--- config.mk ---
export PLATFORM = sky130hd
export DESIGN_NAME = baseline_c5gx
export DESIGN_NICKNAME = d
export VERILOG_FILES = /design/src/verilog/memtest_pkg.sv /design/src/verilog/key_sequencer.sv /design/src/verilog/lpddr2_memory.sv /design/src/verilog/master.sv /design/src/verilog/hex_display.sv /design/src/verilog/baseline_c5gx.sv
export SDC_FILE = /design/constraint.sdc
export NUM_CORES = 1
export LEC_CHECK = 0
export BUFFER_PORTS_ARGS = -buffer_cell sky130_fd_sc_hd__clkbuf_2
export CAP_MARGIN = 10
export CELL_PAD_IN_SITES_DETAIL_PLACEMENT = 0
export CELL_PAD_IN_SITES_GLOBAL_PLACEMENT = 1
export CORE_MARGIN = 2
export CORE_UTILIZATION = 44
export CTS_BUF_LIST = sky130_fd_sc_hd__clkbuf_4 sky130_fd_sc_hd__clkbuf_8
export CTS_CLUSTER_DIAMETER = 50
export DETAILED_ROUTE_END_ITERATION = 8
export GPL_TIMING_DRIVEN = 0
export HOLD_SLACK_MARGIN = 0.02
export PLACE_DENSITY = 0.87
export SETUP_SLACK_MARGIN = 0.5
export SLEW_MARGIN = 20
export SYNTH_ARGS = -nofsm -noshare
export SYNTH_HDL_FRONTEND = slang
export SYNTH_SLANG_ARGS = --single-unit
--- constraint.sdc ---
create_clock -name CLOCK_50_B5B -period 4.2 [get_ports CLOCK_50_B5B]
set_input_delay 0.21 -clock CLOCK_50_B5B [delete_from_list [all_inputs] [get_ports CLOCK_50_B5B]]
set_output_delay 0.21 -clock CLOCK_50_B5B [all_outputs]
set_load 0.05 [all_outputs]
--- src/verilog/memtest_pkg.sv ---
package memtest_pkg;

    localparam int avl_addr_w = 27;   // Avalon word address width
    localparam int data_w     = 32;
    localparam int test_words = 64;   // Words covered by one pass

    // Idle must stay at 1 for the LEDR readout
    typedef enum logic [3:0] {
        st_init  = 4'd0,
        st_idle  = 4'd1,
        st_write = 4'd2,
        st_read  = 4'd3,
        st_rwait = 4'd4,
        st_error = 4'd5
    } state_t;

    // Single-word strobe from the test engine
    typedef struct packed {
        logic              read;
        logic              write;
        logic [31:0]       addr;
        logic [data_w-1:0] wdata;
    } mem_req_t;

    // Command towards the LPDDR2 controller
    typedef struct packed {
        logic                  read;
        logic                  write;
        logic                  burstbegin;   // First cycle of a command only
        logic [avl_addr_w-1:0] addr;
        logic [data_w-1:0]     wdata;
    } avl_cmd_t;

    typedef struct packed {
        logic        done;
        logic        fail;
        logic [15:0] err_count;   // Saturating
    } memtest_status_t;

endpackage

--- src/verilog/key_sequencer.sv ---
`timescale 1ns/1ps

module key_sequencer #(
    parameter int sample_period = 4_000_000
) (
    input  logic CLOCK_50_B5B,
    input  logic rst_n,
    input  logic key,
    output logic soft_reset_n,
    output logic global_reset_n,
    output logic start
);

    logic [31:0] tick_cnt;
    logic        tick;
    logic [4:0]  history;        // Newest sample in bit 0
    logic        release_seen;
    logic        release_q;

    assign tick = (tick_cnt == 32'(sample_period - 1));

    always_ff @(posedge CLOCK_50_B5B) begin
        if (!rst_n) begin
            tick_cnt <= '0;
        end else if (tick) begin
            tick_cnt <= '0;
        end else begin
            tick_cnt <= tick_cnt + 32'd1;
        end
    end

    // KEY is active low, so an idle button fills the history with ones
    always_ff @(posedge CLOCK_50_B5B) begin
        if (!rst_n) begin
            history <= 5'b11111;
        end else if (tick) begin
            history <= {history[3:0], key};
        end
    end

    assign release_seen = (history[4:3] == 2'b01);   // Released three samples back

    always_ff @(posedge CLOCK_50_B5B) begin
        if (!rst_n) begin
            soft_reset_n   <= 1'b1;
            global_reset_n <= 1'b1;
            release_q      <= 1'b0;
            start          <= 1'b0;
        end else begin
            soft_reset_n   <= (history[1:0] != 2'b10);   // Press just sampled
            global_reset_n <= (history[3:2] != 2'b10);   // Same press, two samples on
            release_q      <= release_seen;
            start          <= release_seen & ~release_q;
        end
    end

endmodule

--- src/verilog/lpddr2_memory.sv ---
`timescale 1ns/1ps

module lpddr2_memory (
    input  logic                           CLOCK_50_B5B,
    input  logic                           rst_n,
    input  logic                           soft_reset_n,
    input  memtest_pkg::mem_req_t          req,
    output logic                           mem_ready,
    output logic [memtest_pkg::data_w-1:0] rdata,
    input  logic                           local_init_done,
    input  logic                           avl_ready,
    input  logic                           avl_rdata_valid,
    input  logic [memtest_pkg::data_w-1:0] avl_rdata,
    output memtest_pkg::avl_cmd_t          avl_cmd,
    output memtest_pkg::state_t            c_state
);

    logic rdata_load;

    assign mem_ready  = (c_state == memtest_pkg::st_idle);
    assign rdata_load = (c_state == memtest_pkg::st_rwait) && avl_rdata_valid;

    // Either reset drops back to waiting for calibration
    always_ff @(posedge CLOCK_50_B5B) begin
        if (!rst_n || !soft_reset_n) begin
            c_state <= memtest_pkg::st_init;
            avl_cmd <= '0;
        end else begin
            avl_cmd.burstbegin <= 1'b0;   // Dropped after the first command cycle
            case (c_state)
                memtest_pkg::st_init: begin
                    if (local_init_done) begin
                        c_state <= memtest_pkg::st_idle;
                    end
                end

                memtest_pkg::st_idle: begin
                    if (req.read && req.write) begin
                        c_state <= memtest_pkg::st_error;   // Illegal strobe
                    end else if (req.write) begin
                        avl_cmd.write      <= 1'b1;
                        avl_cmd.burstbegin <= 1'b1;
                        avl_cmd.addr       <= req.addr[memtest_pkg::avl_addr_w-1:0];
                        avl_cmd.wdata      <= req.wdata;
                        c_state            <= memtest_pkg::st_write;
                    end else if (req.read) begin
                        avl_cmd.read       <= 1'b1;
                        avl_cmd.burstbegin <= 1'b1;
                        avl_cmd.addr       <= req.addr[memtest_pkg::avl_addr_w-1:0];
                        c_state            <= memtest_pkg::st_read;
                    end
                end

                // Command held as is until the controller takes it
                memtest_pkg::st_write: begin
                    if (avl_ready) begin
                        avl_cmd.write <= 1'b0;
                        c_state       <= memtest_pkg::st_idle;
                    end
                end

                memtest_pkg::st_read: begin
                    if (avl_ready) begin
                        avl_cmd.read <= 1'b0;
                        c_state      <= memtest_pkg::st_rwait;
                    end
                end

                memtest_pkg::st_rwait: begin
                    if (avl_rdata_valid) begin
                        c_state <= memtest_pkg::st_idle;
                    end
                end

                memtest_pkg::st_error: begin
                    c_state <= memtest_pkg::st_error;   // Stuck until reset
                end

                default: begin
                    c_state <= memtest_pkg::st_error;
                end
            endcase
        end
    end

    // Last word read, kept until the next read returns
    always_ff @(posedge CLOCK_50_B5B) begin
        if (rdata_load) begin
            rdata <= avl_rdata;
        end
    end

endmodule

--- src/verilog/master.sv ---
`timescale 1ns/1ps

module master (
    input  logic                           CLOCK_50_B5B,
    input  logic                           rst_n,
    input  logic                           run,
    input  logic                           start,
    input  logic                           mem_ready,
    input  logic [memtest_pkg::data_w-1:0] rdata,
    output memtest_pkg::mem_req_t          req,
    output logic [15:0]                    address,
    output memtest_pkg::memtest_status_t   status
);

    logic        wr_phase;
    logic        rd_phase;
    logic        rd_pending;   // Read issued, data not checked yet
    logic [15:0] addr_q;
    logic [15:0] cmp_addr;     // Address of the outstanding read
    logic        step;
    logic        last_word;
    logic        mismatch;
    logic [15:0] err_next;

    // Upper half is the inverted address so stuck data lines show up
    function automatic logic [memtest_pkg::data_w-1:0] pattern_of(input logic [15:0] a);
        return {~a, a};
    endfunction

    assign step      = run & mem_ready;   // One strobe per bridge idle period
    assign last_word = (addr_q == 16'(memtest_pkg::test_words - 1));
    assign mismatch  = rd_pending && (rdata != pattern_of(cmp_addr));

    always_comb begin
        err_next = status.err_count;
        if (mismatch && status.err_count != 16'hffff) begin
            err_next = status.err_count + 16'd1;
        end
    end

    always_comb begin
        req.read  = step & rd_phase;
        req.write = step & wr_phase;
        req.addr  = {16'd0, addr_q};
        req.wdata = pattern_of(addr_q);
    end

    // Walking address during a pass, the error count once it ends
    assign address = status.done ? status.err_count : addr_q;

    always_ff @(posedge CLOCK_50_B5B) begin
        if (!rst_n) begin
            wr_phase   <= 1'b0;
            rd_phase   <= 1'b0;
            rd_pending <= 1'b0;
            addr_q     <= '0;
            status     <= '0;
        end else if (start) begin
            wr_phase   <= 1'b1;
            rd_phase   <= 1'b0;
            rd_pending <= 1'b0;
            addr_q     <= '0;
            status     <= '0;
        end else if (step) begin
            if (wr_phase) begin
                if (last_word) begin
                    wr_phase <= 1'b0;   // Switch over to verify
                    rd_phase <= 1'b1;
                    addr_q   <= '0;
                end else begin
                    addr_q <= addr_q + 16'd1;
                end
            end

            if (rd_phase) begin
                if (last_word) begin
                    rd_phase <= 1'b0;
                end else begin
                    addr_q <= addr_q + 16'd1;
                end
            end

            // Data of the previous read is valid now that the bridge is idle
            if (rd_pending) begin
                status.err_count <= err_next;
                if (!rd_phase) begin
                    status.done <= 1'b1;
                    status.fail <= (err_next != 16'd0);
                end
            end

            rd_pending <= rd_phase;
        end
    end

    always_ff @(posedge CLOCK_50_B5B) begin
        if (step && rd_phase) begin
            cmp_addr <= addr_q;
        end
    end

endmodule

--- src/verilog/hex_display.sv ---
`timescale 1ns/1ps

module hex_display (
    input  logic [15:0] value,
    output logic [6:0]  hex0,
    output logic [6:0]  hex1,
    output logic [6:0]  hex2,
    output logic [6:0]  hex3
);

    // Segment order is gfedcba, low lights the segment
    function automatic logic [6:0] seg_of(input logic [3:0] nib);
        case (nib)
            4'h0:    return 7'b1000000;
            4'h1:    return 7'b1111001;
            4'h2:    return 7'b0100100;
            4'h3:    return 7'b0110000;
            4'h4:    return 7'b0011001;
            4'h5:    return 7'b0010010;
            4'h6:    return 7'b0000010;
            4'h7:    return 7'b1111000;
            4'h8:    return 7'b0000000;
            4'h9:    return 7'b0010000;
            4'ha:    return 7'b0001000;
            4'hb:    return 7'b0000011;   // Lower case b
            4'hc:    return 7'b1000110;
            4'hd:    return 7'b0100001;   // Lower case d
            4'he:    return 7'b0000110;
            default: return 7'b0001110;
        endcase
    endfunction

    assign hex0 = seg_of(value[3:0]);
    assign hex1 = seg_of(value[7:4]);
    assign hex2 = seg_of(value[11:8]);
    assign hex3 = seg_of(value[15:12]);

endmodule

--- src/verilog/baseline_c5gx.sv ---
`timescale 1ns/1ps

module baseline_c5gx #(
    parameter int sample_period = 4_000_000
) (
    input  logic                           CLOCK_50_B5B,
    input  logic                           rst_n,
    input  logic [3:0]                     KEY,
    input  logic [9:0]                     SW,
    output logic [6:0]                     HEX0,
    output logic [6:0]                     HEX1,
    output logic [6:0]                     HEX2,
    output logic [6:0]                     HEX3,
    output logic [7:0]                     LEDG,
    output logic [9:0]                     LEDR,
    output logic                           mem_global_reset_n,
    input  logic                           local_init_done,
    input  logic                           avl_ready,        // Inverse of waitrequest
    input  logic                           avl_rdata_valid,
    input  logic [memtest_pkg::data_w-1:0] avl_rdata,
    output memtest_pkg::avl_cmd_t          avl_cmd
);

    logic                           soft_reset_n;
    logic                           start;
    logic                           mem_ready;
    logic [memtest_pkg::data_w-1:0] rdata;
    logic [15:0]                    hex_value;
    memtest_pkg::mem_req_t          req;
    memtest_pkg::state_t            c_state;
    memtest_pkg::memtest_status_t   status;

    key_sequencer #(
        .sample_period(sample_period)
    ) u_key_sequencer (
        .CLOCK_50_B5B  (CLOCK_50_B5B),
        .rst_n         (rst_n),
        .key           (KEY[0]),
        .soft_reset_n  (soft_reset_n),
        .global_reset_n(mem_global_reset_n),
        .start         (start)
    );

    lpddr2_memory u_lpddr2_memory (
        .CLOCK_50_B5B   (CLOCK_50_B5B),
        .rst_n          (rst_n),
        .soft_reset_n   (soft_reset_n),
        .req            (req),
        .mem_ready      (mem_ready),
        .rdata          (rdata),
        .local_init_done(local_init_done),
        .avl_ready      (avl_ready),
        .avl_rdata_valid(avl_rdata_valid),
        .avl_rdata      (avl_rdata),
        .avl_cmd        (avl_cmd),
        .c_state        (c_state)
    );

    master u_master (
        .CLOCK_50_B5B(CLOCK_50_B5B),
        .rst_n       (rst_n),
        .run         (SW[1]),   // Pause switch
        .start       (start),
        .mem_ready   (mem_ready),
        .rdata       (rdata),
        .req         (req),
        .address     (hex_value),
        .status      (status)
    );

    hex_display u_hex_display (
        .value(hex_value),
        .hex0 (HEX0),
        .hex1 (HEX1),
        .hex2 (HEX2),
        .hex3 (HEX3)
    );

    assign LEDG = {6'd0, status.fail, status.done};
    assign LEDR = {6'd0, c_state};   // Bridge state for bring-up

endmodule

==> After elaboration in Yosys (flattened, before gate mapping) <==
Memories as Yosys holds them, arrays and structs flattened.
Cells that the tools add are included.
{ "word_totals": {"register_bits": 192, "mem_bits_ro": 448, "inputBits": 51, "memories": 4} }
{ "op_classes": {"addsub": 3, "eq_ne": 20, "mux": 32, "bitwise": 11, "reduce_logical": 24} }
{ "memory_table": {"columns": ["memory", "depth", "word_bits", "rd", "rd_clocked_by_memory_dff", "write_ports", "line_no", "rtl"], "rows": [
  ["(no name shown)", 16, 7, 1, 0, 0, "hex_display.sv:13", "case (nib)"],
  ["(no name shown)", 16, 7, 1, 0, 0, "hex_display.sv:13", null],
  ["(no name shown)", 16, 7, 1, 0, 0, "hex_display.sv:13", null],
  ["(no name shown)", 16, 7, 1, 0, 0, "hex_display.sv:13", null]
]} }
{ "op_table": {"columns": ["operator", "n"], "rows": [
  ["two-way mux 16 bit", 6],
  ["two-way mux 62 bit", 1],
  ["two-way mux 28 bit", 2],
  ["adder 16 x 1 -> 16 bit, second input constant", 2],
  ["adder 32 x 1 -> 32 bit, second input constant", 1],
  ["equality test 32 x 22 -> 1 bit, second input constant", 1],
  ["two-way mux 32 bit", 1],
  ["inequality test 32 bit", 1],
  ["NOT 16 bit", 2],
  ["two-way mux 4 bit", 7],
  ["inequality test 2 bit, second input constant", 10],
  ["case mux 4 bit (5 select lines)", 1],
  ["equality test 16 x 6 -> 1 bit, second input constant", 1],
  ["inequality test 16 bit, second input constant", 1],
  ["nonzero test 16 bit", 1],
  ["two-way mux 1 bit", 12],
  ["AND reduction 5 bit", 2],
  ["AND reduction 3 bit", 3],
  ["equality test 4 x 2 -> 1 bit, second input constant", 2],
  ["nonzero test 2 bit", 4],
  ["logical AND 1 bit", 5],
  ["NOT 1 bit", 5],
  ["bitwise AND 1 bit", 4],
  ["equality test 4 x 1 -> 1 bit, second input constant", 1],
  ["11 further kinds", 14]
]} }

==> Logic depth before layout (Yosys ltp) <==
{ "logic_depth": {"word_depth": 7, "ltp_mapped": 12} }

==> Modules after synthesis <==
Synthesis repeated with hierarchy kept, for this count alone.
{ "hier_totals": {"cells_unflattened": 1117, "hier_area_um2": 10122.2} }
{ "by_module_without_submodules": {"columns": ["module", "instances", "cells_per_inst", "area_each_um2", "seq_area_each_um2"], "rows": [
  ["lpddr2_memory", 1, 344, 3636.0, 2262.2],
  ["master", 1, 422, 3369.5, 1221.2],
  ["key_sequencer", 1, 213, 1930.6, 820.8],
  ["hex_display", 1, 125, 1092.3, 0.0],
  ["baseline_c5gx", 1, 13, 93.8, 0.0]
]} }

==> Least setup slack after synthesis <==
Ideal clock, no wire load.
{ "synth_path": {"path_type": "flip-flop to flip-flop", "start": "register u_lpddr2_memory.c_state[2]", "end": "register u_lpddr2_memory.rdata[0] (netlist bit) (enable)", "setup_time_ns": 0.461, "arrival_time_ns": 3.088, "required_time_ns": 3.739, "setup_slack_ns": 0.651, "stages_incl_launch_ff": 3, "path_cell_list": "dfxtp_1 nand2_1 nor3_1"} }
{ "synth_via": {"elab_chain_cells": 2} }
{ "synth_lines": {"columns": ["element", "line_no", "rtl"], "rows": [
  ["from (decl)", "lpddr2_memory.sv:15", "output memtest_pkg::state_t c_state"],
  ["from (signal assigned)", "lpddr2_memory.sv:26", "c_state <= memtest_pkg::st_init;"],
  ["from (signal assigned)", "lpddr2_memory.sv:33", "c_state <= memtest_pkg::st_idle;"],
  ["from (signal assigned)", "lpddr2_memory.sv:39", "c_state <= memtest_pkg::st_error;"],
  ["equality test 4 x 3 -> 1 bit", "lpddr2_memory.sv:21", "assign rdata_load = (c_state == memtest_pkg::st_rwait) && avl_rdata_valid;"],
  ["logical AND 1 bit", "lpddr2_memory.sv:21", null],
  ["via u_lpddr2_memory.rdata_load", "lpddr2_memory.sv:18", "logic rdata_load;"],
  ["to (signal assigned)", "lpddr2_memory.sv:89", "rdata <= avl_rdata;"],
  ["to (decl)", "lpddr2_memory.sv:9", "output logic [memtest_pkg::data_w-1:0] rdata,"]
]} }
The timed path passes the listed nets, and every way through them passes these cells.
A chain may end at the register's enable or synchronous reset.

==> Final worst setup path <==
{ "layout_path": {"start": "register, netlist name u_master.status[17]", "end": "output port HEX0[3]"} }
{ "layout_via": {"elab_chain_cells": 2} }
{ "layout_lines": {"columns": ["element", "line_no", "rtl"], "rows": [
  ["two-way mux 16 bit", "master.sv:49", "assign address = status.done ? status.err_count : addr_q;"],
  ["memory (16 x 7 bit)", null, null],
  ["to (decl)", "baseline_c5gx.sv:10", "output logic [6:0] HEX0,"]
]} }
No other way between the ends.

==> flow_metrics.env <==
export IMPL_clk_latency_ps=460
export IMPL_critPathTopFamily="buffers and inverters"
export IMPL_dr_pass1_iters=5
export IMPL_synth_top_family_by_area="simple AND/OR/NAND/NOR gates"
export IMPL_hold_worst_slack_ps=135
export IMPL_synth_compound_area_frac=0.106
export IMPL_seqCellArea_mm2=0.00408
export IMPL_synth_mux_area_frac=0.0400
export IMPL_peakVddDrop_uv=213
export IMPL_path_class="register to output pin"
export IMPL_hold_path_class="input port to register"
export IMPL_grt_use_total=0.209
export IMPL_required_ps=3990
export IMPL_ant_nets=0
export IMPL_relSlewSlack=0.466
export IMPL_synth_edf_count=48
export IMPL_status="completed"
export IMPL_cp_end_kind="output pin"
export IMPL_drcViolationCount=0
export IMPL_start_kind="register"
export IMPL_dp_slack_ps=1040
export IMPL_die_width_um=145
export IMPL_worst_pin_slew_ps=778
export IMPL_async_flop_share=0
export IMPL_period_minus_slack_ps=3490
export IMPL_numCtsBuffers=17
export IMPL_fillers=1802
export IMPL_hpwlAfterDp_um=15500
export IMPL_finalClockSkew_ps=16.0
export IMPL_synth_warnings=0
export IMPL_antenna_found_initial=0
export IMPL_finalNonFillerCells=1436
export IMPL_path_buf_inv=4
export IMPL_dp_cells=1371
export IMPL_cts_root_buffer="clkbuf_8"
export IMPL_multiInputGateArea_mm2=0.00429
export IMPL_layout_setup_ws_ps=714
export IMPL_report_final_hold_viol_count=0
export IMPL_diodes=0
export IMPL_die_area_mm2=0.0210
export IMPL_ys_flop_type="dfxtp_1"
export IMPL_rsz0062_at_grt="true"
export IMPL_drv_slew=0
export IMPL_ys_ff_latch=180
export IMPL_grt_overflow_total=0
export IMPL_io_pins=160
export IMPL_globalplace_congestion=0.947
export IMPL_rows=51
export IMPL_fmax_mhz=287
export IMPL_htree_levels=4
export IMPL_clockBufferDepth=2
export IMPL_syn_area_per_cell_um2=9.14
export IMPL_postCtsSetupBuffers=0
export IMPL_seq_area_frac_synth=0.467
export IMPL_cp_common_cell="buf_2"
export IMPL_io_buffer_count=123
export IMPL_max_stage_delay_ps=490
export IMPL_drt_initial_drc_count=522
export IMPL_routed_wl_um=21900
export IMPL_grt_start_max_net_pins=20
export IMPL_coreArea_mm2=0.0195
export IMPL_layout_nets=1239
export IMPL_p_leak_nw=4.38
export IMPL_via_count=7339
export IMPL_synthAdderAreaFrac=0.0429
export IMPL_path_cells="buf_2 > buf_2 > mux2i_1 > inv_1 > ha_1 > mux4_2 > clkbuf_2"
export IMPL_drive_gt1_frac=0.199
export IMPL_wl_per_cell_um=15.2
export IMPL_synth_distinct_cells=57
export IMPL_clock_sinks=180
export IMPL_start_util=0.450
export IMPL_worstPathMaxFanout=10
export IMPL_crit_slowest_cell="mux2i_1"
export IMPL_finalSetupViolCount=0
export IMPL_path_clk_slew_ps=100
export IMPL_drv_cap=0
export IMPL_viasPerCell=5.11
export IMPL_cts_tree="built"
export IMPL_postSynthCellCount=957
export IMPL_fp_dieH_um=145
export IMPL_grt_pass1_wl_um=35500
export IMPL_synth_simple_gate_area_frac=0.217
export IMPL_syn_cell_area_mm2=0.00875
export IMPL_area_growth_pct=20.5
export IMPL_period_share=0.830
export IMPL_power_density_mw_per_mm2=309
export IMPL_arrival_ps=3280
export IMPL_grt_pass1_vias=6901
export IMPL_synth_xor_area_frac=0.0721
-- through the flow --
stage	instance area [um2]	power [mW]	TNS (ps)	util
4_1_cts	10500	3.28	0	0.541
2_1_floorplan	8840	2.05	0	-
3_3_place_gp	9780	2.11	-5600	0.503
3_5_place_dp	9820	2.11	0	0.504
5_1_grt	10500	3.38	0	0.542
6_report	10500	3.26	0	0.542
-- worst register-to-register path, delay by kind of cell (launching register included) --
kind	cells	cell delay [ps]
AND/OR/NAND/NOR	5	660
flip-flops	1	480
adder cells (fa/ha/maj)	1	380
buffers and inverters	2	800
multiplexers	1	200
AO/OA/AOI/OAI	2	570
-- flip-flops by register name, summed over array words and instances, names as in the netlist --
| register | count |
|---|---|
| u_lpddr2_memory.rdata | 32 |
| u_master.rd_phase | 1 |
| u_master.status | 18 |
| u_key_sequencer.history | 5 |
| u_lpddr2_memory.c_state | 3 |
| u_master.cmp_addr | 16 |
| u_key_sequencer.start | 1 |
| u_lpddr2_memory.avl_cmd | 51 |
| u_key_sequencer.release_q | 1 |
| u_master.rd_pending | 1 |
| u_key_sequencer.soft_reset_n | 1 |
| u_key_sequencer.tick_cnt | 32 |
| u_key_sequencer.global_reset_n | 1 |
| u_master.addr_q | 16 |
| u_master.wr_phase | 1 |
-- final cells by class --
type	instances	area share
sequential	180	0.387
clock buffer	17	0.0222
timing repair buffer	159	0.0925
clock inverter	15	0.0148
buffer	74	0.0395
inverter	16	0.00569
multi-input combinational	710	0.407
tap	265	0.0314
-- placed cells by master, fill, tap and decap left out, types with 26 or more instances in the layout --
master	count
edfxtp_1	48
a21oi_1	59
xnor2_1	27
buf_4	33
clkbuf_1	26
clkbuf_2	123
nor2_1	150
dfxtp_1	132
nand2_1	101
ha_1	30
dlygate4sd3_1	33
xor2_1	45
-- repair_timing --
item,4_1_cts,5_1_grt
hold buffers,33,0
gates resized for setup,0,2
endpoints found under the setup margin,0,1
endpoints found under the hold margin,33,0
-- path summary, 6_finish.rpt --
| kind | from | to | slack (ps) | cells after the start |
|---|---|---|---|---|
| worst max register to register | u_lpddr2_memory.c_state[0] | u_lpddr2_memory.c_state[0] | 1000 | 11 |
| worst min-delay path | rst_n | u_key_sequencer.tick_cnt[31] | 140 | 3 |
| worst max-delay path | u_master.status[17] | HEX0[3] | 710 | 7 |
| worst min register to register | u_key_sequencer.release_q | u_key_sequencer.start | 410 | 1 |
-- where the power goes --
part | internal [mW] | switching [mW]
clock | 0.449 | 0.709
sequential | 1.79 | 0.0229
combinational | 0.102 | 0.182
-- metal layers --
layer	routed length (um)	track usage
met4	384	0.0624
met5	0	0
met1	10400	0.292
met2	9600	0.319
met3	1480	0.0560
-- kinds of logic (layout without fill, tap and decap cells) --
| family | count (synthesis) | in the layout |
|---|---|---|
| AO/OA/AOI/OAI | 150 | 150 |
| other | 1 | 24 |
| multiplexers | 32 | 32 |
| AND/OR/NAND/NOR | 402 | 402 |
| XOR/XNOR | 72 | 72 |
| buffers and inverters | 90 | 281 |
| flip-flops | 180 | 180 |
| adder cells (fa/ha/maj) | 30 | 30 |
-- Yosys cell counts (15+ instances only) --
master | count | area, um2
nor2_1 | 150 | 563
dfxtp_1 | 132 | 2640
nand2_1 | 101 | 379
a21oi_1 | 59 | 295
edfxtp_1 | 48 | 1440
xor2_1 | 45 | 394
buf_4 | 32 | 240
ha_1 | 30 | 375
xnor2_1 | 27 | 236
clkbuf_1 | 26 | 97.6
mux2i_1 | 26 | 260
and3_1 | 24 | 150
nand3_1 | 21 | 105
o21ai_0 | 21 | 105
a22oi_1 | 20 | 150
nor3_1 | 18 | 90.1
inv_1 | 16 | 60.1
buf_2 | 15 | 75.1
Power figures use the tool's default switching activity.
